## src/source/dmem_pkg.sv

```systemverilog
package dmem_pkg;

    // Data path and address width
    localparam int xlen = 32;

    // One lane per byte of the word
    localparam int lanes = xlen / 8;

    // Words held in each bank
    localparam int depth = 256;

    // Word index taken from addr[9:2]
    localparam int word_addr_bits = $clog2(depth);

    // Access width code, same layout as the core's width_src
    // Bits 1:0 give the size, bit 2 marks an unsigned load
    typedef enum logic [2:0] {
        width_word   = 3'b000, // lw / sw
        width_byte   = 3'b001, // lb / sb
        width_half   = 3'b010, // lh / sh
        width_byte_u = 3'b101, // lbu
        width_half_u = 3'b110  // lhu
    } mem_width_e;

    // Remaining codes (011, 100, 111) are reserved
    // Stores with them touch no lane, loads with them return zero

endpackage

```

## src/source/byte_bank.sv

```systemverilog
`timescale 1ns/10ps

module byte_bank (
    input  logic                                clk_i,
    input  logic                                we,
    input  logic [dmem_pkg::word_addr_bits-1:0] idx,
    input  logic [7:0]                          wdata,
    output logic [7:0]                          rdata
);

    import dmem_pkg::*;

    // One byte lane of the data memory
    logic [7:0] mem [depth];

    // Start from all zeros in simulation
    initial begin
        for (int i = 0; i < depth; i++) begin
            mem[i] = '0;
        end
    end

    // Write on the rising edge
    always @(posedge clk_i) begin
        if (we) begin
            mem[idx] <= wdata;
        end
    end

    // Asynchronous read at the same index
    // Same-cycle write to idx shows the old byte until the edge
    assign rdata = mem[idx];

endmodule

```

## config.mk

```make
export PLATFORM = sky130hd
export DESIGN_NAME = byte_bank
export DESIGN_NICKNAME = d
export VERILOG_FILES = /design/src/source/dmem_pkg.sv /design/src/source/byte_bank.sv
export SDC_FILE = /design/constraint.sdc
export NUM_CORES = 2
export LEC_CHECK = 0
export ABC_CLOCK_PERIOD_IN_PS = 7800
export BUFFER_PORTS_ARGS = -buffer_cell sky130_fd_sc_hd__buf_2
export CORE_ASPECT_RATIO = 0.9
export CORE_UTILIZATION = 42
export DETAILED_ROUTE_END_ITERATION = 10
export PLACE_DENSITY_LB_ADDON = 0.25
export SKIP_CTS_REPAIR_TIMING = 1
export SYNTH_ARGS = -nofsm -noshare
export SYNTH_HDL_FRONTEND = slang
export SYNTH_SLANG_ARGS = --single-unit
```

## constraint.sdc

```tcl
create_clock -name clk_i -period 7.8 [get_ports clk_i]
set_input_delay 0.78 -clock clk_i [delete_from_list [all_inputs] [get_ports clk_i]]
set_output_delay 0.78 -clock clk_i [all_outputs]
set_load 0.005 [all_outputs]
```

==> flow_metrics.env <==
export IMPL_finalCriticalPeriod_ns=5.60
export IMPL_synthArstFlopShare=0
export IMPL_cap_viol_max_count=0
export IMPL_tns_ns=0
export IMPL_path_class="in -> out"
export IMPL_drt_total_wl_mm=187
export IMPL_drive_above_1_share=0.249
export IMPL_drc_errors=0
export IMPL_syn2layout_area_growth_pct=12.5
export IMPL_core_um2=184000
export IMPL_cts_max_path_buffers=3
export IMPL_antenna_found_initial=7
export IMPL_route_met3_wl_mm=12.6
export IMPL_largestRegisters="mem x2048"
export IMPL_yosys_warnings=0
export IMPL_ys_seq_area_frac=0.785
export IMPL_cts_sinks=2048
export IMPL_path_clk_slew_ns=0.07
export IMPL_fin_crit_sh=0.718
export IMPL_synth_edf_count=2048
export IMPL_status="finished, final reports clean"
export IMPL_grtUsageTotal=0.199
export IMPL_die_w_um=457
export IMPL_num_io_pins=26
export IMPL_wl_per_cell_um=30.1
export IMPL_synthDistinctLibCells=21
export IMPL_drtAntennaViolNets=0
export IMPL_avgViaCountPerCell=5.95
export IMPL_cts_root_buf="clkbuf_16"
export IMPL_worst_pin_slew_ns=1.42
export IMPL_io_buffers=25
export IMPL_syn_num_nets=3557
export IMPL_ys_ff_latch=2048
export IMPL_finalHoldViolations=0
export IMPL_firstDrtPassIters=5
export IMPL_highest_layer="met4"
export IMPL_tritoncts="yes"
export IMPL_crit_path_end_kind="primary output"
export IMPL_fmax_ghz=0.178
export IMPL_maxSlewHeadroom=0.0438
export IMPL_wl_met1_mm=82.8
export IMPL_start_util=0.425
export IMPL_drt_iter0_drc=4151
export IMPL_cp_data_arrival_time_ns=4.82
export IMPL_via_count=37015
export IMPL_crit_fanout=70
export IMPL_place_hpwl_mm=109
export IMPL_gp_congestion=0.792
export IMPL_grt_max_degree=170
export IMPL_synth_top_area_frac=0.785
export IMPL_p_per_area_nw_per_um2=259
export IMPL_numCtsBuffers=196
export IMPL_synthCells=3539
export IMPL_yosys_top_cells_area="edfxtp_1, mux4_2, a22oi_1"
export IMPL_wl_met2_mm=88.0
export IMPL_pre_cts_ws_ns=2.03
export IMPL_rsz0062_at_grt="false"
export IMPL_syn_area_um2=78300
export IMPL_hold_path_class="in -> reg"
export IMPL_grt_overflow_total=0
export IMPL_grt_first_pass_wirelength_mm=270
export IMPL_ys_flop_type="edfxtp_1"
export IMPL_setup_viol=0
export IMPL_leakage_nw=26.5
export IMPL_die_area_um2=188000
export IMPL_irDropWorstVdd_mv=0.246
export IMPL_fin_ws_ns=2.20
export IMPL_synth_largest_area_cell="edfxtp_1"
export IMPL_grt_pass1_vias=37303
export IMPL_synth_avg_cell_area_um2=22.1
export IMPL_n_fill_cell=14735
export IMPL_finalNetCount=3658
export IMPL_critPathLaunchType="input pin"
export IMPL_worstPathRequired_ns=7.02
export IMPL_largest_reg_flops=2048
export IMPL_htree_levels=4
export IMPL_regMostFlops="mem"
export IMPL_drv_slew=0
export IMPL_die_height_um=412
export IMPL_fp_row_count=149
==> cell type report <==
class,instances,area (um2),area share
Antenna cell,2,5.00,0.0000568
Clock buffer,227,5040,0.0572
Clock inverter,130,1500,0.0170
Inverter,1,3.75,0.0000426
Multi-Input combinational cell,1258,15800,0.180
Sequential cell,2048,61500,0.698
Tap cell,2416,3020,0.0343
Timing Repair Buffer,135,1200,0.0136
==> cells in the final DEF, fill, tap and decap left out, types with 4 or more instances in the layout <==
master,count
edfxtp_1,2048
mux4_2,512
a22oi_1,256
nor2_1,231
clkbuf_16,197
a21oi_1,128
buf_4,97
clkinv_1,47
clkinv_2,34
clkbuf_1,30
o41ai_1,28
nand2_1,27
nor3_1,26
bufinv_16,26
buf_2,16
buf_12,12
nand3_1,10
buf_8,10
nand4_1,8
clkinvlp_4,7
nor2b_1,5
clkinv_16,5
o41ai_2,4
nand2b_1,4
nor3_2,4
inv_16,4
clkinv_8,4
==> per-stage QoR <==
stage	utilization	hold slack (ns)	area (um2)	instances	total power, mW
3_5_place_dp	0.443	1.28	81600	5857	13.4
6_report	0.478	0.446	88100	6217	22.8
2_1_floorplan	-	0.879	78300	3539	12.9
5_1_grt	0.478	0.409	88100	6216	23.4
4_1_cts	0.478	0.390	88100	6214	23.0
3_3_place_gp	0.443	1.26	81500	5857	13.4
==> power by group <==
| part | total, mW | switching [mW] | internal [mW] |
|---|---|---|---|
| logic | 0.992 | 0.654 | 0.338 |
| clock network | 9.68 | 4.16 | 5.52 |
| registers | 12.1 | 0.00493 | 12.1 |
==> cell families (layout without fill, tap and decap cells) <==
logic type	Yosys count	after routing	synth area share
AOI/OAI and AO/OA	416	416	0.0363
DFF	2048	2048	0.785
other	0	2	0
muxes	512	512	0.147
and+or+nand+nor	330	330	0.0174
buffers and inverters	233	493	0.0140
==> path summary, 6_finish.rpt <==
kind              slack (ns)      from  cells after the start          to
setup / recovery        2.20    idx[0]                      8    rdata[6]
hold / removal          0.45  wdata[1]                      1  mem[82][1]
==> critical path, stage by stage <==
cell and delay [ns]:
buf_8 0.45, buf_12 0.50, mux4_2 0.57, a22oi_1 0.24, a21oi_1 0.16, o41ai_1 1.27, nand4_1 0.42, buf_2 0.27
==> Yosys cell counts (all sizes together), types with 8 or more instances <==
cell,n
nor2,232
mux4,512
a22oi,256
nand3,13
nor3,30
nand4,8
nand2,28
a21oi,128
edfxtp,2048
clkbuf,145
o41ai,32
buf,87
==> per-layer routing <==
| layer | global-route usage | vias up |
|---|---|---|
| met5 | 0 | - |
| met4 | 0.0491 | 0 |
| met3 | 0.0315 | 243 |
| met2 | 0.307 | 1388 |
| met1 | 0.296 | 20108 |
| li1 | - | 15276 |
(Power assumes the default switching activity.)
