--- config.mk ---
export PLATFORM = sky130hd
export DESIGN_NAME = store_align
export DESIGN_NICKNAME = d
export VERILOG_FILES = /design/src/source/dmem_pkg.sv /design/src/source/store_align.sv
export SDC_FILE = /design/constraint.sdc
export NUM_CORES = 1
export LEC_CHECK = 0
export ABC_AREA = 1
export BUFFER_PORTS_ARGS = -buffer_cell sky130_fd_sc_hd__buf_2
export CORE_MARGIN = 2
export CORE_UTILIZATION = 28
export DETAILED_ROUTE_END_ITERATION = 16
export PLACE_DENSITY = 0.84
export SETUP_SLACK_MARGIN = 0.02
export SLEW_MARGIN = 20
export SYNTH_ARGS = -nofsm -noshare
export SYNTH_HDL_FRONTEND = slang
export SYNTH_SLANG_ARGS = --single-unit
--- constraint.sdc ---
create_clock -name vclk -period 1.02
set_input_delay 0.051 -clock vclk [all_inputs]
set_output_delay 0.051 -clock vclk [all_outputs]
set_load 0.05 [all_outputs]
--- src/source/dmem_pkg.sv ---
package dmem_pkg;

    // Data path and address width
    localparam int xlen = 32;

    // One lane per byte of the word
    localparam int lanes = xlen / 8;

    // Words held in each bank
    localparam int depth = 256;

    // Word index taken from addr[9:2]
    localparam int word_addr_bits = $clog2(depth);

    // Access width code, same layout as the core's width_src
    // Bits 1:0 give the size, bit 2 marks an unsigned load
    typedef enum logic [2:0] {
        width_word   = 3'b000, // lw / sw
        width_byte   = 3'b001, // lb / sb
        width_half   = 3'b010, // lh / sh
        width_byte_u = 3'b101, // lbu
        width_half_u = 3'b110  // lhu
    } mem_width_e;

    // Remaining codes (011, 100, 111) are reserved
    // Stores with them touch no lane, loads with them return zero

endpackage

--- src/source/store_align.sv ---
`timescale 1ns/10ps

module store_align (
    input  logic                                we,
    input  dmem_pkg::mem_width_e                width_src,
    input  logic [dmem_pkg::xlen-1:0]           addr,
    input  logic [dmem_pkg::xlen-1:0]           wdata,
    input  logic                                rst_n,
    output logic [dmem_pkg::lanes-1:0]          lane_we,
    output logic [dmem_pkg::lanes-1:0][7:0]     lane_wdata,
    output logic [dmem_pkg::word_addr_bits-1:0] word_idx
);

    import dmem_pkg::*;

    logic [1:0]       byte_off;  // Lane within the word
    logic [lanes-1:0] size_mask; // Lanes the access covers, before gating
    logic             wr_ok;     // Write allowed this cycle

    // Byte offset and word index straight from the address
    // Bits above the index are dropped, so the memory wraps
    assign byte_off = addr[1:0];
    assign word_idx = addr[word_addr_bits+1:2];

    // Lane mask and lane data per access size
    always_comb begin
        size_mask  = '0;
        lane_wdata = wdata; // Word layout by default

        case (width_src)
            // Full word, every lane
            width_word: begin
                size_mask = 4'b1111;
            end

            // Half-word, addr[0] ignored
            width_half,
            width_half_u: begin
                if (byte_off[1]) begin
                    size_mask = 4'b1100; // Upper half
                end else begin
                    size_mask = 4'b0011; // Lower half
                end
                lane_wdata = {2{wdata[15:0]}}; // Low half on both pairs
            end

            // Single byte on the addressed lane
            width_byte,
            width_byte_u: begin
                size_mask  = 4'b0001 << byte_off;
                lane_wdata = {lanes{wdata[7:0]}}; // Low byte on every lane
            end

            // Reserved codes
            default: begin
                size_mask = '0; // Nothing written
            end
        endcase
    end

    // No lane enabled while in reset or with we low
    assign wr_ok   = we && rst_n;
    assign lane_we = wr_ok ? size_mask : '0;

endmodule

==> flow_summary_export.csv, run 1 <==
group,metric,value,unit
yosys,synth_compound_area_share,6.23,%
cells_and_area,area_delta_synth_final,189,%
route,viasPerCell,4.96,
global_routing,grt_max_degree,11,
global_routing,antenna_found_initial,0,
yosys,synth_top_area_cell,"nand2_1",
die,rows,17,
timing,hold_violations,0,
run_status,failed_checks,"negative setup slack",
route,wirelength,3310,µm
die,ios,113,
cells_and_area,n_clock_buffer,0,
placed_design,dp_cells,220,
die,initial_core_util,29.4,%
yosys,synth_area,643,µm²
placed_design,place_area,1250,µm²
global_routing,grt_usage,21.5,%
yosys,synthAdderAreaFrac,5.84,%
worst_setup_path,cp_max_fo,8,
cells_and_area,drive_gt1_share,90.7,%
timing,setup_viol,28,
timing,slew_viol_final,0,
cells_and_area,fillCellCount,113,
timing,fin_hold_ws,102,ps
timing,worst_slack,-86.6,ps
worst_setup_path,crit_arrival,1060,ps
yosys,yosys.area_share.simple,56.0,%
job,max_cap_violations,0,
power_and_ir_drop,power_density,860,nW/µm²
power_and_ir_drop,vdd_drop_max,0.000697,V
global_routing,grt_overflow,0,
yosys,syn_area_per_cell,5.02,µm²
yosys,synth_cell_types,11,
die,core,2190,µm²
timing,fin_crit_sh,108,%
placed_design,dpl.hpwl,2010,µm
cells_and_area,antenna_cells,0,
yosys,synth_top_family_by_area,"simple AND/OR/NAND/NOR gates",
yosys,synth.area.top_cells,"nand2_1 (30%), buf_4 (20%), nand3_1 (19%), nor2_1 (7.6%), buf_6 (7.0%)",
timing,rsz0062_at_grt,"yes",
global_routing,grt_pass1_wl,4510,µm
cells_and_area,seq_area,0,µm²
worst_setup_path,cp.required,970,ps
yosys,synthTopCellsByCount,"nand2_1 (51), nand3_1 (24), buf_4 (17)",
route,drtIter0Drc,9,
worst_setup_path,cp_cell_sequence,"buf_8, inv_6, ha_4, buf_12, nand2_4, o21ai_4, buf_6",
yosys,synth_top_area_share,29.8,%
global_routing,grt_pass1_vias,1107,
yosys,ys_warn_count,0,
die,die_x,51.9,µm
cells_and_area,finalInstanceArea,1860,µm²
cells_and_area,seq_cells,0,
route,num_vias,1102,
cells_and_area,final_util,84.9,%
run_status,status,"finished with violations",
die,fp.dieH,51.9,µm
worst_setup_path,crit_buf_inv,4,
worst_setup_path,cp_top_family,"buffers and inverters",
yosys,synth_nets,200,
clock_tree,cts_hold_buf,0,
route,drtPass1Iterations,4,
timing,clock.fmax,904,MHz
worst_setup_path,cp_slowest_cell,"ha_4",
route,drcViolationCount,0,
worst_setup_path,start_kind,"input port",
worst_setup_path,max_stage_delay,340,ps
yosys,yosysSeqAreaShare,0,%
timing,fin_crit,1110,ps
power_and_ir_drop,power.leakage,0.000970,µW
placed_design,gp_congestion,0.716,
yosys,muxShareOfSynthArea,0,%
timing,worstMarginPinSlew,258,ps
cells_and_area,multi_input_area,970,µm²
worst_setup_path,critPathCaptureType,"output pin",
worst_setup_path,critPathKind,"input port to output pin",
die,die_area,2700,µm²
yosys,yosysMostFrequentCell,"nand2_1",
route,routedWlPerCell,14.9,µm
timing,slew_headroom,82.9,%
placed_design,io_buffer_count,75,
yosys,syn_inst,128,
cells_and_area,num-nets-final,268,
route,ant_nets,0,
yosys,synth_xor_area_share,0,%
cells_and_area,layout.cells.non_filler,222,
worst_hold_path,min_path_type,"input port to output pin",
==> layout make-up <==
cell class	instances	area share, %
inverter	8	3.23
multi-input combinational	99	52.2
tap	28	1.88
timing repair buffer	87	42.7
==> cells by family (layout without fill, tap and decap cells) <==
family	after synthesis	in the layout
compound gates	8	8
fa+ha+maj	3	3
buf+inv	29	95
simple gates	88	88
==> through the flow <==
stage / setup TNS [ps] / total power [µW] / worst slack [ps]
finish: -1550 / 1600 / -86.6
global route: -2610 / 1660 / -125
CTS: -1230 / 1470 / -54.2
detailed placement: -5620 / 1140 / -233
global placement: -5150 / 1130 / -215
floorplan: 0 / 941 / 18.1
==> power by group <==
| part | switching (µW) | internal, µW | total [µW] |
|---|---|---|---|
| Combinational | 971 | 628 | 1600 |
| Clock | 0 | 0 | 0 |
| Sequential | 0 | 0 | 0 |
| Total | 971 | 628 | 1600 |
==> timing repair <==
action                                  in CTS  in global routing
resized for setup                          135                 32
pin swaps                                   14                  9
buffers inserted                             0                  2
endpoints found under the setup margin      28                 28
==> per-layer routing <==
metal / wire length, µm / vias up / share of wire [%] / global-route usage [%]
met2: 1940 / 63 / 59 / 48.5
met1: 1120 / 508 / 34 / 20.8
met3: 214 / 4 / 6.5 / 1.72
met5: 0 / - / 0 / 0
li1: - / 527 / - / -
met4: 40 / 0 / 1.2 / 1.32
==> path summary, 6_finish.rpt <==
| kind | slack [ps] | depth (start not counted) | endpoint | startpoint |
|---|---|---|---|---|
| setup / recovery | -90 | 7 | lane_wdata[16] | width_src[1] |
| hold / removal | 100 | 0 | word_idx[7] | addr[9] |
==> placed cells by master (no fill, tap or decap), types with 3 or more instances in the layout <==
cell and instances:
buf_8 20, nand2_4 18, nand2_1 10, nand3_2 20, buf_4 6, ha_4 3, nand2_2 22, buf_2 45
o21ai_4 8, buf_12 5, nor2_1 4, nor2_4 5, nand3_4 4, nor2_2 4, buf_6 11, inv_1 4
No activity file was read; power rests on OpenSTA's default activity.
==> run 2: changes to the inputs <==
--- a/config.mk
+++ b/config.mk
@@ -5,12 +5,13 @@
 export SDC_FILE = /design/constraint.sdc
 export NUM_CORES = 1
 export LEC_CHECK = 0
-export ABC_AREA = 1
+export ABC_AREA = 0
 export BUFFER_PORTS_ARGS = -buffer_cell sky130_fd_sc_hd__buf_2
 export CORE_MARGIN = 2
 export CORE_UTILIZATION = 28
 export DETAILED_ROUTE_END_ITERATION = 16
-export PLACE_DENSITY = 0.84
+export PLACE_DENSITY = 0.85
+export RECOVER_POWER = 50
 export SETUP_SLACK_MARGIN = 0.02
 export SLEW_MARGIN = 20
 export SYNTH_ARGS = -nofsm -noshare
==> flow_summary_export.csv, run 2 <==
group,metric,value,unit
route,viasPerCell,5.37,
yosys,synth.area.top_cells,"buf_4 (20%), a22o_1 (11%), a22oi_1 (9.6%), a21oi_1 (8.8%), o22ai_1 (8.0%)",
worst_setup_path,cp.required,970,ps
route,routedWlPerCell,18.9,µm
cells_and_area,seq_area,0,µm²
timing,clock.fmax,795,MHz
timing,setup_viol,28,
yosys,ys_warn_count,0,
route,ant_nets,0,
route,wirelength,4030,µm
clock_tree,cts_hold_buf,0,
global_routing,antenna_found_initial,0,
worst_setup_path,start_kind,"input port",
cells_and_area,mostFrequentLayoutCells,"buf_2 (45), buf_6 (35), buf_4 (17)",
cells_and_area,area_delta_synth_final,199,%
job,max_cap_violations,0,
route,num_vias,1143,
global_routing,grt_pass1_vias,1149,
global_routing,grt_pass1_wl,5340,µm
worst_hold_path,min_path_type,"input port to output pin",
cells_and_area,drive_gt1_share,88.6,%
die,die_x,51.4,µm
yosys,yosysSeqAreaShare,0,%
power_and_ir_drop,power.switching,978,µW
cells_and_area,finalInstanceArea,1880,µm²
placed_design,dpl.hpwl,2130,µm
timing,rsz0062_at_grt,"yes",
timing,fin_crit_sh,123,%
die,ios,113,
yosys,yosysMostFrequentCell,"buf_4",
route,drtIter0Drc,13,
worst_setup_path,critPathKind,"input port to output pin",
worst_setup_path,cp_slowest_cell,"a22oi_2",
placed_design,gp_congestion,0.666,
yosys,synthTopCellsByCount,"buf_4 (17), a21oi_1 (11), inv_1 (11)",
worst_setup_path,cp_cell_sequence,"buf_12, inv_12, buf_12, ha_4, buf_4, buf_4, a22oi_2, a21oi_4, buf_6",
route,drtPass1Iterations,4,
power_and_ir_drop,swShare,57.8,%
yosys,synth_top_area_share,20.3,%
power_and_ir_drop,pwr-share-clk,0,%
yosys,synth_nets,174,
global_routing,grt_usage,25.9,%
worst_setup_path,crit_buf_inv,6,
power_and_ir_drop,finalPower,1690,µW
placed_design,place_area,1390,µm²
placed_design,io_buffer_count,75,
worst_setup_path,max_stage_delay,220,ps
power_and_ir_drop,power_density,899,nW/µm²
worst_setup_path,critical_path.startpoint,"width_src[1]",
timing,fin_crit,1260,ps
route,drcViolationCount,0,
cells_and_area,seq_cells,0,
global_routing,grt_max_degree,15,
cells_and_area,n_clock_buffer,0,
cells_and_area,num-nets-final,259,
cells_and_area,layout_commonest_cell,"buf_2",
worst_setup_path,cp_top_family,"buffers and inverters",
yosys,syn_inst,102,
worst_setup_path,cp_num_cells,9,
timing,worstMarginPinSlew,275,ps
yosys,synth_area,628,µm²
cells_and_area,antenna_cells,0,
timing,fin_hold_ws,102,ps
power_and_ir_drop,vdd_drop_max,0.000654,V
yosys,synth_top_area_cell,"buf_4",
die,fp.dieH,51.4,µm
worst_setup_path,crit_arrival,1210,ps
timing,slew_headroom,81.6,%
yosys,synth_cell_types,20,
worst_hold_path,min_from,"addr[3]",
die,core,2170,µm²
worst_setup_path,cp_max_fo,6,
yosys,syn_area_per_cell,6.16,µm²
power_and_ir_drop,seq_power_share,0,%
power_and_ir_drop,power.leakage,0.000864,µW
die,rows,17,
timing,worst_slack,-238,ps
cells_and_area,final_util,86.7,%
die,die_area,2640,µm²
global_routing,grt_overflow,0,
run_status,status,"finished with violations",
power_and_ir_drop,power_frac_comb,100.0,%
power_and_ir_drop,internal-power,713,µW
timing,slew_viol_final,0,
run_status,failed_checks,"negative setup slack",
die,initial_core_util,29.0,%
timing,hold_violations,0,
worst_setup_path,critPathCaptureType,"output pin",
placed_design,place_ws,-307,ps
worst_hold_path,worstHoldPathCells,0,
==> run 2: final timing paths <==
| kind | end | slack [ps] |
|---|---|---|
| worst max-delay path | lane_wdata[26] | -240 |
| worst min-delay path | word_idx[1] | 100 |
==> run 2: cell type report <==
cell class | instances | area (µm²)
inverter | 11 | 66.3
multi-input combinational | 67 | 857
fill | 95 | 289
tap | 28 | 35.0
timing repair buffer | 107 | 922
==> run 2: power by group through the flow <==
stage                     clock (µW)  sequential (µW)  combinational (µW)
final                              0                0                1690
after detailed placement           0                0                1310
after CTS                          0                0                1590
after global placement             0                0                1290
after floorplan                    0                0                1090
after global routing               0                0                1750
==> run 2: metrics by stage <==
step           std cells  TNS (ps)
3_3_place_gp         198     -7250
5_1_grt              213     -5100
2_1_floorplan        102     -1180
6_report             213     -4390
4_1_cts              205     -3150
3_5_place_dp         198     -7950
==> run 2: repair_timing <==
item,in CTS,in global routing
resized for setup,98,13
endpoints found under the setup margin,28,28
buffers inserted,7,8
pin swaps,26,15
==> run 2: cells by family after synthesis <==
logic type                 synth area share [%]
AOI/OAI and AO/OA                          42.2
adders and majority gates                  5.98
buffers and inverters                      34.3
and+or+nand+nor                            17.5
==> run 2: layer usage <==
metal | vias up | global-route usage [%] | wire length (µm)
li1 | 507 | - | -
met1 | 532 | 28.8 | 1540
met2 | 88 | 49.6 | 2060
met3 | 16 | 4.68 | 307
met4 | 0 | 6.58 | 123
met5 | - | 0 | 0
