`src/source/dmem_pkg.sv`:
```
package dmem_pkg;

    // Data path and address width
    localparam int xlen = 32;

    // One lane per byte of the word
    localparam int lanes = xlen / 8;

    // Words held in each bank
    localparam int depth = 256;

    // Word index taken from addr[9:2]
    localparam int word_addr_bits = $clog2(depth);

    // Access width code, same layout as the core's width_src
    // Bits 1:0 give the size, bit 2 marks an unsigned load
    typedef enum logic [2:0] {
        width_word   = 3'b000, // lw / sw
        width_byte   = 3'b001, // lb / sb
        width_half   = 3'b010, // lh / sh
        width_byte_u = 3'b101, // lbu
        width_half_u = 3'b110  // lhu
    } mem_width_e;

    // Remaining codes (011, 100, 111) are reserved
    // Stores with them touch no lane, loads with them return zero

endpackage

```
`src/source/load_extract.sv`:
```
`timescale 1ns/10ps

module load_extract (
    input  logic [dmem_pkg::lanes-1:0][7:0] lane_rdata,
    input  dmem_pkg::mem_width_e            width_src,
    input  logic [1:0]                      byte_off,
    output logic [dmem_pkg::xlen-1:0]       rdata
);

    import dmem_pkg::*;

    logic [xlen-1:0] word_val;  // All four lanes, lane 3 on top
    logic [15:0]     half_val;  // Lane pair picked by byte_off[1]
    logic [7:0]      byte_val;  // Lane picked by byte_off
    logic            half_fill; // Extension bit for half-word loads
    logic            byte_fill; // Extension bit for byte loads
    logic            is_signed; // Signed load codes

    // Word view of the banks
    assign word_val = lane_rdata;

    // Half-word field, addr[0] ignored
    always_comb begin
        if (byte_off[1]) begin
            half_val = {lane_rdata[3], lane_rdata[2]}; // Upper half
        end else begin
            half_val = {lane_rdata[1], lane_rdata[0]}; // Lower half
        end
    end

    // Byte field
    always_comb begin
        case (byte_off)
            2'b00:   byte_val = lane_rdata[0];
            2'b01:   byte_val = lane_rdata[1];
            2'b10:   byte_val = lane_rdata[2];
            default: byte_val = lane_rdata[3];
        endcase
    end

    // Bit 2 of the code selects zero fill
    assign is_signed = ~width_src[2];

    // Sign bit copied up only for signed codes
    assign half_fill = is_signed & half_val[15];
    assign byte_fill = is_signed & byte_val[7];

    // Final result per code
    always_comb begin
        case (width_src)
            width_word: begin
                rdata = word_val;
            end

            // lh / lhu
            width_half,
            width_half_u: begin
                rdata = {{16{half_fill}}, half_val};
            end

            // lb / lbu
            width_byte,
            width_byte_u: begin
                rdata = {{24{byte_fill}}, byte_val};
            end

            // Reserved codes read as zero
            default: begin
                rdata = '0;
            end
        endcase
    end

endmodule

```
`config.mk`:
```
export PLATFORM = sky130hd
export DESIGN_NAME = load_extract
export DESIGN_NICKNAME = d
export VERILOG_FILES = /design/src/source/dmem_pkg.sv /design/src/source/load_extract.sv
export SDC_FILE = /design/constraint.sdc
export NUM_CORES = 1
export LEC_CHECK = 0
export BUFFER_PORTS_ARGS = -buffer_cell sky130_fd_sc_hd__buf_2
export CAP_MARGIN = 5
export CORE_MARGIN = 3
export CORE_UTILIZATION = 41
export DETAILED_ROUTE_END_ITERATION = 8
export PLACE_DENSITY = 0.84
export SKIP_LAST_GASP = 1
export SYNTH_ARGS = -nofsm -noshare
export SYNTH_HDL_FRONTEND = slang
export SYNTH_SLANG_ARGS = --single-unit
```
`constraint.sdc`:
```
create_clock -name vclk -period 1.6
set_input_delay 0.24 -clock vclk [all_inputs]
set_output_delay 0.24 -clock vclk [all_outputs]
set_load 0.02 [all_outputs]
```
==> results of run 1 <==
[worst paths after layout]
path,from,endpoint,slack [ps]
max,byte_off[1],rdata[0],-50
min,lane_rdata[6],rdata[6],810
[per-stage QoR]
| step | instances | TNS [ps] | area (sq um) | util [%] |
|---|---|---|---|---|
| detailed placement | 206 | -1920 | 1250 | 70.2 |
| finish | 208 | -214 | 1370 | 76.8 |
| global placement | 206 | -681 | 1250 | 70.2 |
| floorplan | 103 | -159 | 801 | - |
| CTS | 207 | -20.3 | 1320 | 73.8 |
| global route | 208 | -353 | 1370 | 76.8 |
[per-layer routing]
| layer | vias up | track usage [%] | wire (microns) |
|---|---|---|---|
| met1 | 565 | 29.9 | 1300 |
| li1 | 579 | - | - |
| met2 | 64 | 51.1 | 1840 |
| met3 | 8 | 0.890 | 202 |
| met4 | 0 | 6.45 | 82 |
| met5 | - | 0 | 0 |
[synthesized netlist by cell type]
cell type	n	area share [%]
or2_1	1	0.78
a21oi_4	1	2.0
a21boi_2	1	1.4
or3b_1	1	1.1
o22ai_1	5	3.9
nand2_1	17	8.0
a211oi_1	16	15
o221ai_4	1	3.3
clkbuf_1	1	0.47
or4b_4	1	1.7
and2b_1	1	0.94
mux2_4	2	3.8
a22oi_1	2	1.9
nor2b_1	2	1.6
o2bb2ai_1	8	8.8
inv_1	2	0.94
buf_2	6	3.8
nor2_1	6	2.8
buf_6	3	4.2
nand3b_1	1	0.94
mux2_2	3	4.2
a2bb2oi_1	1	1.1
a22oi_4	2	5.3
buf_4	1	0.94
and2_1	1	0.78
mux2i_1	7	8.8
a221o_1	7	8.8
a32oi_1	2	2.2
nand2b_1	1	0.78
[cell families (layout without fill, tap and decap cells)]
| logic type | after synthesis | after routing | synth area share [%] |
|---|---|---|---|
| mux | 12 | 12 | 16.7 |
| simple gates | 32 | 32 | 19.4 |
| buf+inv | 13 | 93 | 10.3 |
| compound gates | 46 | 46 | 53.6 |
[tightest hold or removal path, stage by stage]
cell and delay (ps):
buf_2 80, a221o_1 120, buf_4 130
[where the power goes]
part	leakage [uW]	switching, uW	internal (uW)
registers	0	0	0
clock network	0	0	0
logic	0.000698	289	239
[timing repair]
item,in CTS,in global routing
endpoints found under the setup margin,31,15
hold buffers,0,0
resized for setup,17,14
setup buffers,1,1
pin swaps,7,8
[cell type report]
| class | count | area [sq um] |
|---|---|---|
| Timing Repair Buffer | 91 | 588 |
| Tap cell | 25 | 31.3 |
| Inverter | 2 | 7.51 |
| Fill cell | 134 | 413 |
| Multi-Input combinational cell | 90 | 743 |
==> flow_summary.ini, run 1 <==
[synthesis]
netlist_area_sq_um = 801
syn_nets = 140
synth_cells = 103
yosysWarnings = 0
yosysSeqAreaShare_pct = 0
avgSynthCellArea_sq_um = 7.77
synthDistinctLibCells = 29

[sta]
fmax_mhz = 605
final_hold_viol_count = 0
rsz0062_at_grt = yes
tightest_slew_ps = 319
slew_viol_final = 0
min_period_ps = 1650
relSlewSlack_pct = 78.8
finalCritPeriodShare_pct = 103
worst_slack_ps = -52.7
finalSetupViolations = 7
whs_ps = 813

[power]
power_uw = 528
power_leakage_uw = 0.000698
p_per_area_nw_per_um2 = 385
vdd_drop_max_mv = 0.217

[final_layout]
final_common_cell = buf_2
final_nets = 222
diodes = 0
final_cell_mix = buf_2 (58), buf_4 (23), nand2_1 (17)
regArea_sq_um = 0
drive_gt1_share_pct = 58.5
seq_cell_count = 0
clkbuf_count = 0
layout-area-overhead-vs-synth_pct = 71.1

[global_route]
grt_pass1_vias = 1168
grt_overflow = 0
antenna_found_initial = 0
grt_start_max_net_pins = 13
grt_pass1_wl_microns = 5260
grt_usage_pct = 26.0

[worst_setup_path]
crit_path_cell_trace = buf_12 -> or4b_4 -> o221ai_4 -> a221o_1 -> buf_6
path_depth = 5
cpPeakStageDelay_ps = 560
end_kind = primary output
startpoint_type = input pin
crit_arrival_ps = 1410
critPathTopFamily = simple AND/OR/NAND/NOR gates
critPathBufInv = 2
crit_slowest_cell = or4b_4
crit_required_ps = 1360
critical_path_class = input pin to primary output
cp_max_fo = 7

[routing]
vias_per_cell = 5.85
post-route-drc-count = 0
wl_microns = 3420
drt_iter0_drc = 25
ant_nets = 0
dr_total_vias = 1216
firstDrtPassIters = 4
wl_per_cell_microns = 16.5

[floorplanning]
placementRows = 15
ios = 69
die_h_microns = 50.2
start_util_pct = 44.9
die_width_microns = 50.2
coreArea_sq_um = 1780
die_area_sq_um = 2520

[status]
status = finished with violations
violations = negative setup slack

[flow_run]
cap_violations = 0

[placement]
io_buffers = 69
dp_hpwl_microns = 2630
place.gp.congestion = 0.852
pre_cts_ws_ps = -127

[min_path]
min_path_cells = 3
min_path_type = input pin to primary output
Power figures use the tool's default switching activity.
==> inputs of run 2 (changes only) <==
--- a/config.mk
+++ b/config.mk
@@ -11,7 +11,9 @@
 export CORE_UTILIZATION = 41
 export DETAILED_ROUTE_END_ITERATION = 8
 export PLACE_DENSITY = 0.84
+export SETUP_SLACK_MARGIN = 0.4
 export SKIP_LAST_GASP = 1
 export SYNTH_ARGS = -nofsm -noshare
 export SYNTH_HDL_FRONTEND = slang
 export SYNTH_SLANG_ARGS = --single-unit
+export TNS_END_PERCENT = 5
==> flow_summary.ini, run 2 (synthesis results as in run 1) <==
[min_path]
min_path_type = input pin to primary output

[sta]
tightest_slew_ps = 302
slew_viol_final = 0
worst_slack_ps = -65.1
min_period_ps = 1670
rsz0062_at_grt = yes
finalSetupViolations = 31
finalCritPeriodShare_pct = 104
final_hold_viol_count = 0
fmax_mhz = 601
relSlewSlack_pct = 79.8

[floorplanning]
coreArea_sq_um = 1780
start_util_pct = 44.9
placementRows = 15
die_area_sq_um = 2520
ios = 69
die_width_microns = 50.2
die_h_microns = 50.2

[final_layout]
final_cell_area_sq_um = 1510
regArea_sq_um = 0
layout-area-overhead-vs-synth_pct = 88.6
final_common_cell = buf_2
diodes = 0
final_nets = 222
clkbuf_count = 0
drive_gt1_share_pct = 68.9
final_cell_mix = buf_2 (61), buf_4 (19), nand2_1 (17)
seq_cell_count = 0

[status]
violations = negative setup slack
status = finished with violations

[power]
power_leakage_uw = 0.000746
seqPwrFrac_pct = 0
switching_power_uw = 323
vdd_drop_max_mv = 0.291
netSwitchingFraction_pct = 53.9
pwr-share-clk_pct = 0
p_per_area_nw_per_um2 = 396
power.internal_uw = 276
pwr-share-comb_pct = 100.0

[worst_setup_path]
end_kind = primary output
crit_path_cell_trace = clkbuf_4 -> or3b_4 -> a21boi_4 -> a221o_1 -> buf_6
critPathBufInv = 2
critical_path_class = input pin to primary output
crit_arrival_ps = 1430
cp_max_fo = 8
critPathTopFamily = compound AO/OA/AOI/OAI gates
crit_required_ps = 1360
startpoint_type = input pin
crit_slowest_cell = or3b_4
cpPeakStageDelay_ps = 400

[global_route]
antenna_found_initial = 0
grt_overflow = 0
grt_pass1_wl_microns = 5330
grt_usage_pct = 26.0
grt_start_max_net_pins = 17
grt_pass1_vias = 1153

[routing]
firstDrtPassIters = 4
wl_microns = 3760
post-route-drc-count = 0
ant_nets = 0
wl_per_cell_microns = 18.1
drt_iter0_drc = 55
vias_per_cell = 6.18
dr_total_vias = 1286

[placement]
place.gp.congestion = 0.902
placed_area_sq_um = 1310
pre_cts_ws_ps = -85.9
dp_hpwl_microns = 2480
io_buffers = 69

[flow_run]
cap_violations = 0

[clock_tree]
cts_hold_buf = 0
[run 2: changes by cell type in the layout (fill, tap and decap cells not counted), sizes merged]
cell and delta:
clkbuf +1, buf -1
[run 2: final cells by class]
type,count,area (sq um)
fillers,106,273
repair buffers,91,619
multi-input cells,90,852
well taps,25,31.3
inverters,2,7.51
[run 2: routing by layer]
metal / part of all wire [%] / global-route usage, % / vias up
li1: - / - / 583
met1: 40 / 35.5 / 596
met2: 49 / 44.8 / 89
met3: 7.4 / 1.19 / 18
met4: 4.2 / 5.53 / 0
met5: 0 / 0 / -
[run 2: stage by stage]
stage / power [uW] / setup TNS (ps) / util (%) / std cells / hold slack [ps]
6_report: 598 / -827 / 84.7 / 208 / 818
2_1_floorplan: 326 / 0 / - / 103 / 640
5_1_grt: 628 / -2350 / 84.7 / 208 / 829
4_1_cts: 555 / -295 / 81.0 / 207 / 821
3_3_place_gp: 484 / -976 / 73.6 / 200 / 820
3_5_place_dp: 496 / -1490 / 73.6 / 200 / 822
[run 2: repair_timing]
action | CTS | global route
buffers inserted | 6 | 1
endpoints found under the setup margin | 32 | 32
cloned | 1 | 0
resized for setup | 18 | 10
pin swaps | 11 | 3
[run 2: final timing paths]
kind                      start        to  slack [ps]  cells after the start
setup / recovery   width_src[1]  rdata[5]         -70                      5
hold / removal    lane_rdata[4]  rdata[4]         820                      3
[run 2: power by group through the flow]
stage | Combinational (uW) | Clock [uW] | Sequential [uW]
after floorplan | 326 | 0 | 0
after global placement | 484 | 0 | 0
after detailed placement | 496 | 0 | 0
after CTS | 555 | 0 | 0
after global routing | 628 | 0 | 0
final | 598 | 0 | 0
==> inputs of run 3 (changes only) <==
--- a/config.mk
+++ b/config.mk
@@ -8,9 +8,10 @@
 export BUFFER_PORTS_ARGS = -buffer_cell sky130_fd_sc_hd__buf_2
 export CAP_MARGIN = 5
 export CORE_MARGIN = 3
-export CORE_UTILIZATION = 41
+export CORE_UTILIZATION = 44
 export DETAILED_ROUTE_END_ITERATION = 8
-export PLACE_DENSITY = 0.84
+export GPL_ROUTABILITY_DRIVEN = 1
+export PLACE_DENSITY = 0.89
 export SETUP_SLACK_MARGIN = 0.4
 export SKIP_LAST_GASP = 1
 export SYNTH_ARGS = -nofsm -noshare
==> constraint.sdc (replaced) <==
create_clock -name vclk -period 1.97
set_input_delay 0.2955 -clock vclk [all_inputs]
set_output_delay 0.2955 -clock vclk [all_outputs]
set_load 0.02 [all_outputs]
==> flow_summary.ini, run 3 (synthesis results as in run 1) <==
[floorplanning]
die_area_sq_um = 2370
placementRows = 14
die_h_microns = 48.7
die_width_microns = 48.7
ios = 69
coreArea_sq_um = 1610
start_util_pct = 49.7

[sta]
fmax_mhz = 584
finalCritPeriodShare_pct = 87.0
setup_tns_ps = 0
final_hold_viol_count = 0
finalSetupViolations = 0
min_period_ps = 1710
relSlewSlack_pct = 78.9
slew_viol_final = 0
tightest_slew_ps = 317
rsz0062_at_grt = yes

[final_layout]
regArea_sq_um = 0
layout-area-overhead-vs-synth_pct = 60.3
drive_gt1_share_pct = 56.1
final_core_util_pct = 79.7
clkbuf_count = 0
final_cell_area_sq_um = 1280
fin_cells = 197
diodes = 0
seq_cell_count = 0
final_cell_mix = buf_2 (61), nand2_1 (17), a211oi_1 (16)
final_common_cell = buf_2
final_nets = 212

[min_path]
hold_start = lane_rdata[5]
min_path_cells = 3
min_to = rdata[5]
min_path_type = input pin to primary output

[worst_setup_path]
cp_max_fo = 7
critical_path_class = input pin to primary output
crit_required_ps = 1670
crit_arrival_ps = 1420
startpoint_type = input pin
end_kind = primary output

[power]
seqPwrFrac_pct = 0
netSwitchingFraction_pct = 55.7
vdd_drop_max_mv = 0.186
p_per_area_nw_per_um2 = 311
power.internal_uw = 177
pwr-share-clk_pct = 0
switching_power_uw = 222
power_leakage_uw = 0.000655
pwr-share-comb_pct = 100.0

[clock_tree]
cts_hold_buf = 0

[routing]
firstDrtPassIters = 4
wl_microns = 3050
dr_total_vias = 1184
wl_per_cell_microns = 15.5
vias_per_cell = 6.01
post-route-drc-count = 0
ant_nets = 0
drt_iter0_drc = 47

[global_route]
grt_start_max_net_pins = 17
grt_pass1_vias = 1058
grt_usage_pct = 24.4
antenna_found_initial = 0
grt_overflow = 0
grt_pass1_wl_microns = 4900

[flow_run]
cap_violations = 0

[placement]
place.gp.congestion = 0.795
placed_area_sq_um = 1150
dp_hpwl_microns = 2280
dp.cells = 191
io_buffers = 69

[status]
status = complete, no violations
## run 3: layout make-up
cell class | count | area, sq um
Multi-Input combinational cell | 90 | 739
Timing Repair Buffer | 81 | 507
Fill cell | 117 | 328
Tap cell | 24 | 30.0
Inverter | 2 | 7.51
## run 3: layer usage
layer	up-vias	track usage (%)	part of all wire (%)
met5	-	0	0
met4	0	4.74	2.2
met3	8	3.07	7.8
met2	69	45.0	50
met1	546	30.0	40
li1	561	-	-
## run 3: power groups by stage
stage                     logic (uW)  registers (uW)  clock network [uW]
after floorplan                  240               0                   0
after global placement           344               0                   0
after detailed placement         352               0                   0
after CTS                        388               0                   0
after global routing             427               0                   0
final                            399               0                   0
## run 3: how the worst max path moves through the flow
stage / start / endpoint / slack (ps)
2_1_floorplan: byte_off[1] / rdata[16] / 240
3_3_place_gp: byte_off[1] / rdata[25] / 90
3_5_place_dp: byte_off[1] / rdata[29] / 20
4_1_cts: byte_off[1] / rdata[2] / 260
5_1_grt: byte_off[0] / rdata[2] / 210
6_report: byte_off[0] / rdata[2] / 260
## run 3: critical path, stage by stage
cell and delay, ps:
buf_8 100, or4b_4 540, o221ai_4 120, a221o_1 230, buf_6 120
## run 3: through the flow
| step | hold slack, ps | total power, uW | setup WS, ps |
|---|---|---|---|
| after floorplan | 775 | 240 | 243 |
| after global placement | 936 | 344 | 86.9 |
| after detailed placement | 932 | 352 | 20.8 |
| after CTS | 931 | 388 | 255 |
| after global routing | 938 | 427 | 213 |
| final | 912 | 399 | 257 |
## run 3: what timing repair did
item / in CTS / in global routing
resized for setup: 20 / 5
setup endpoints to repair: 32 / 32
buffers inserted: 5 / 1
pin swaps: 10 / 4
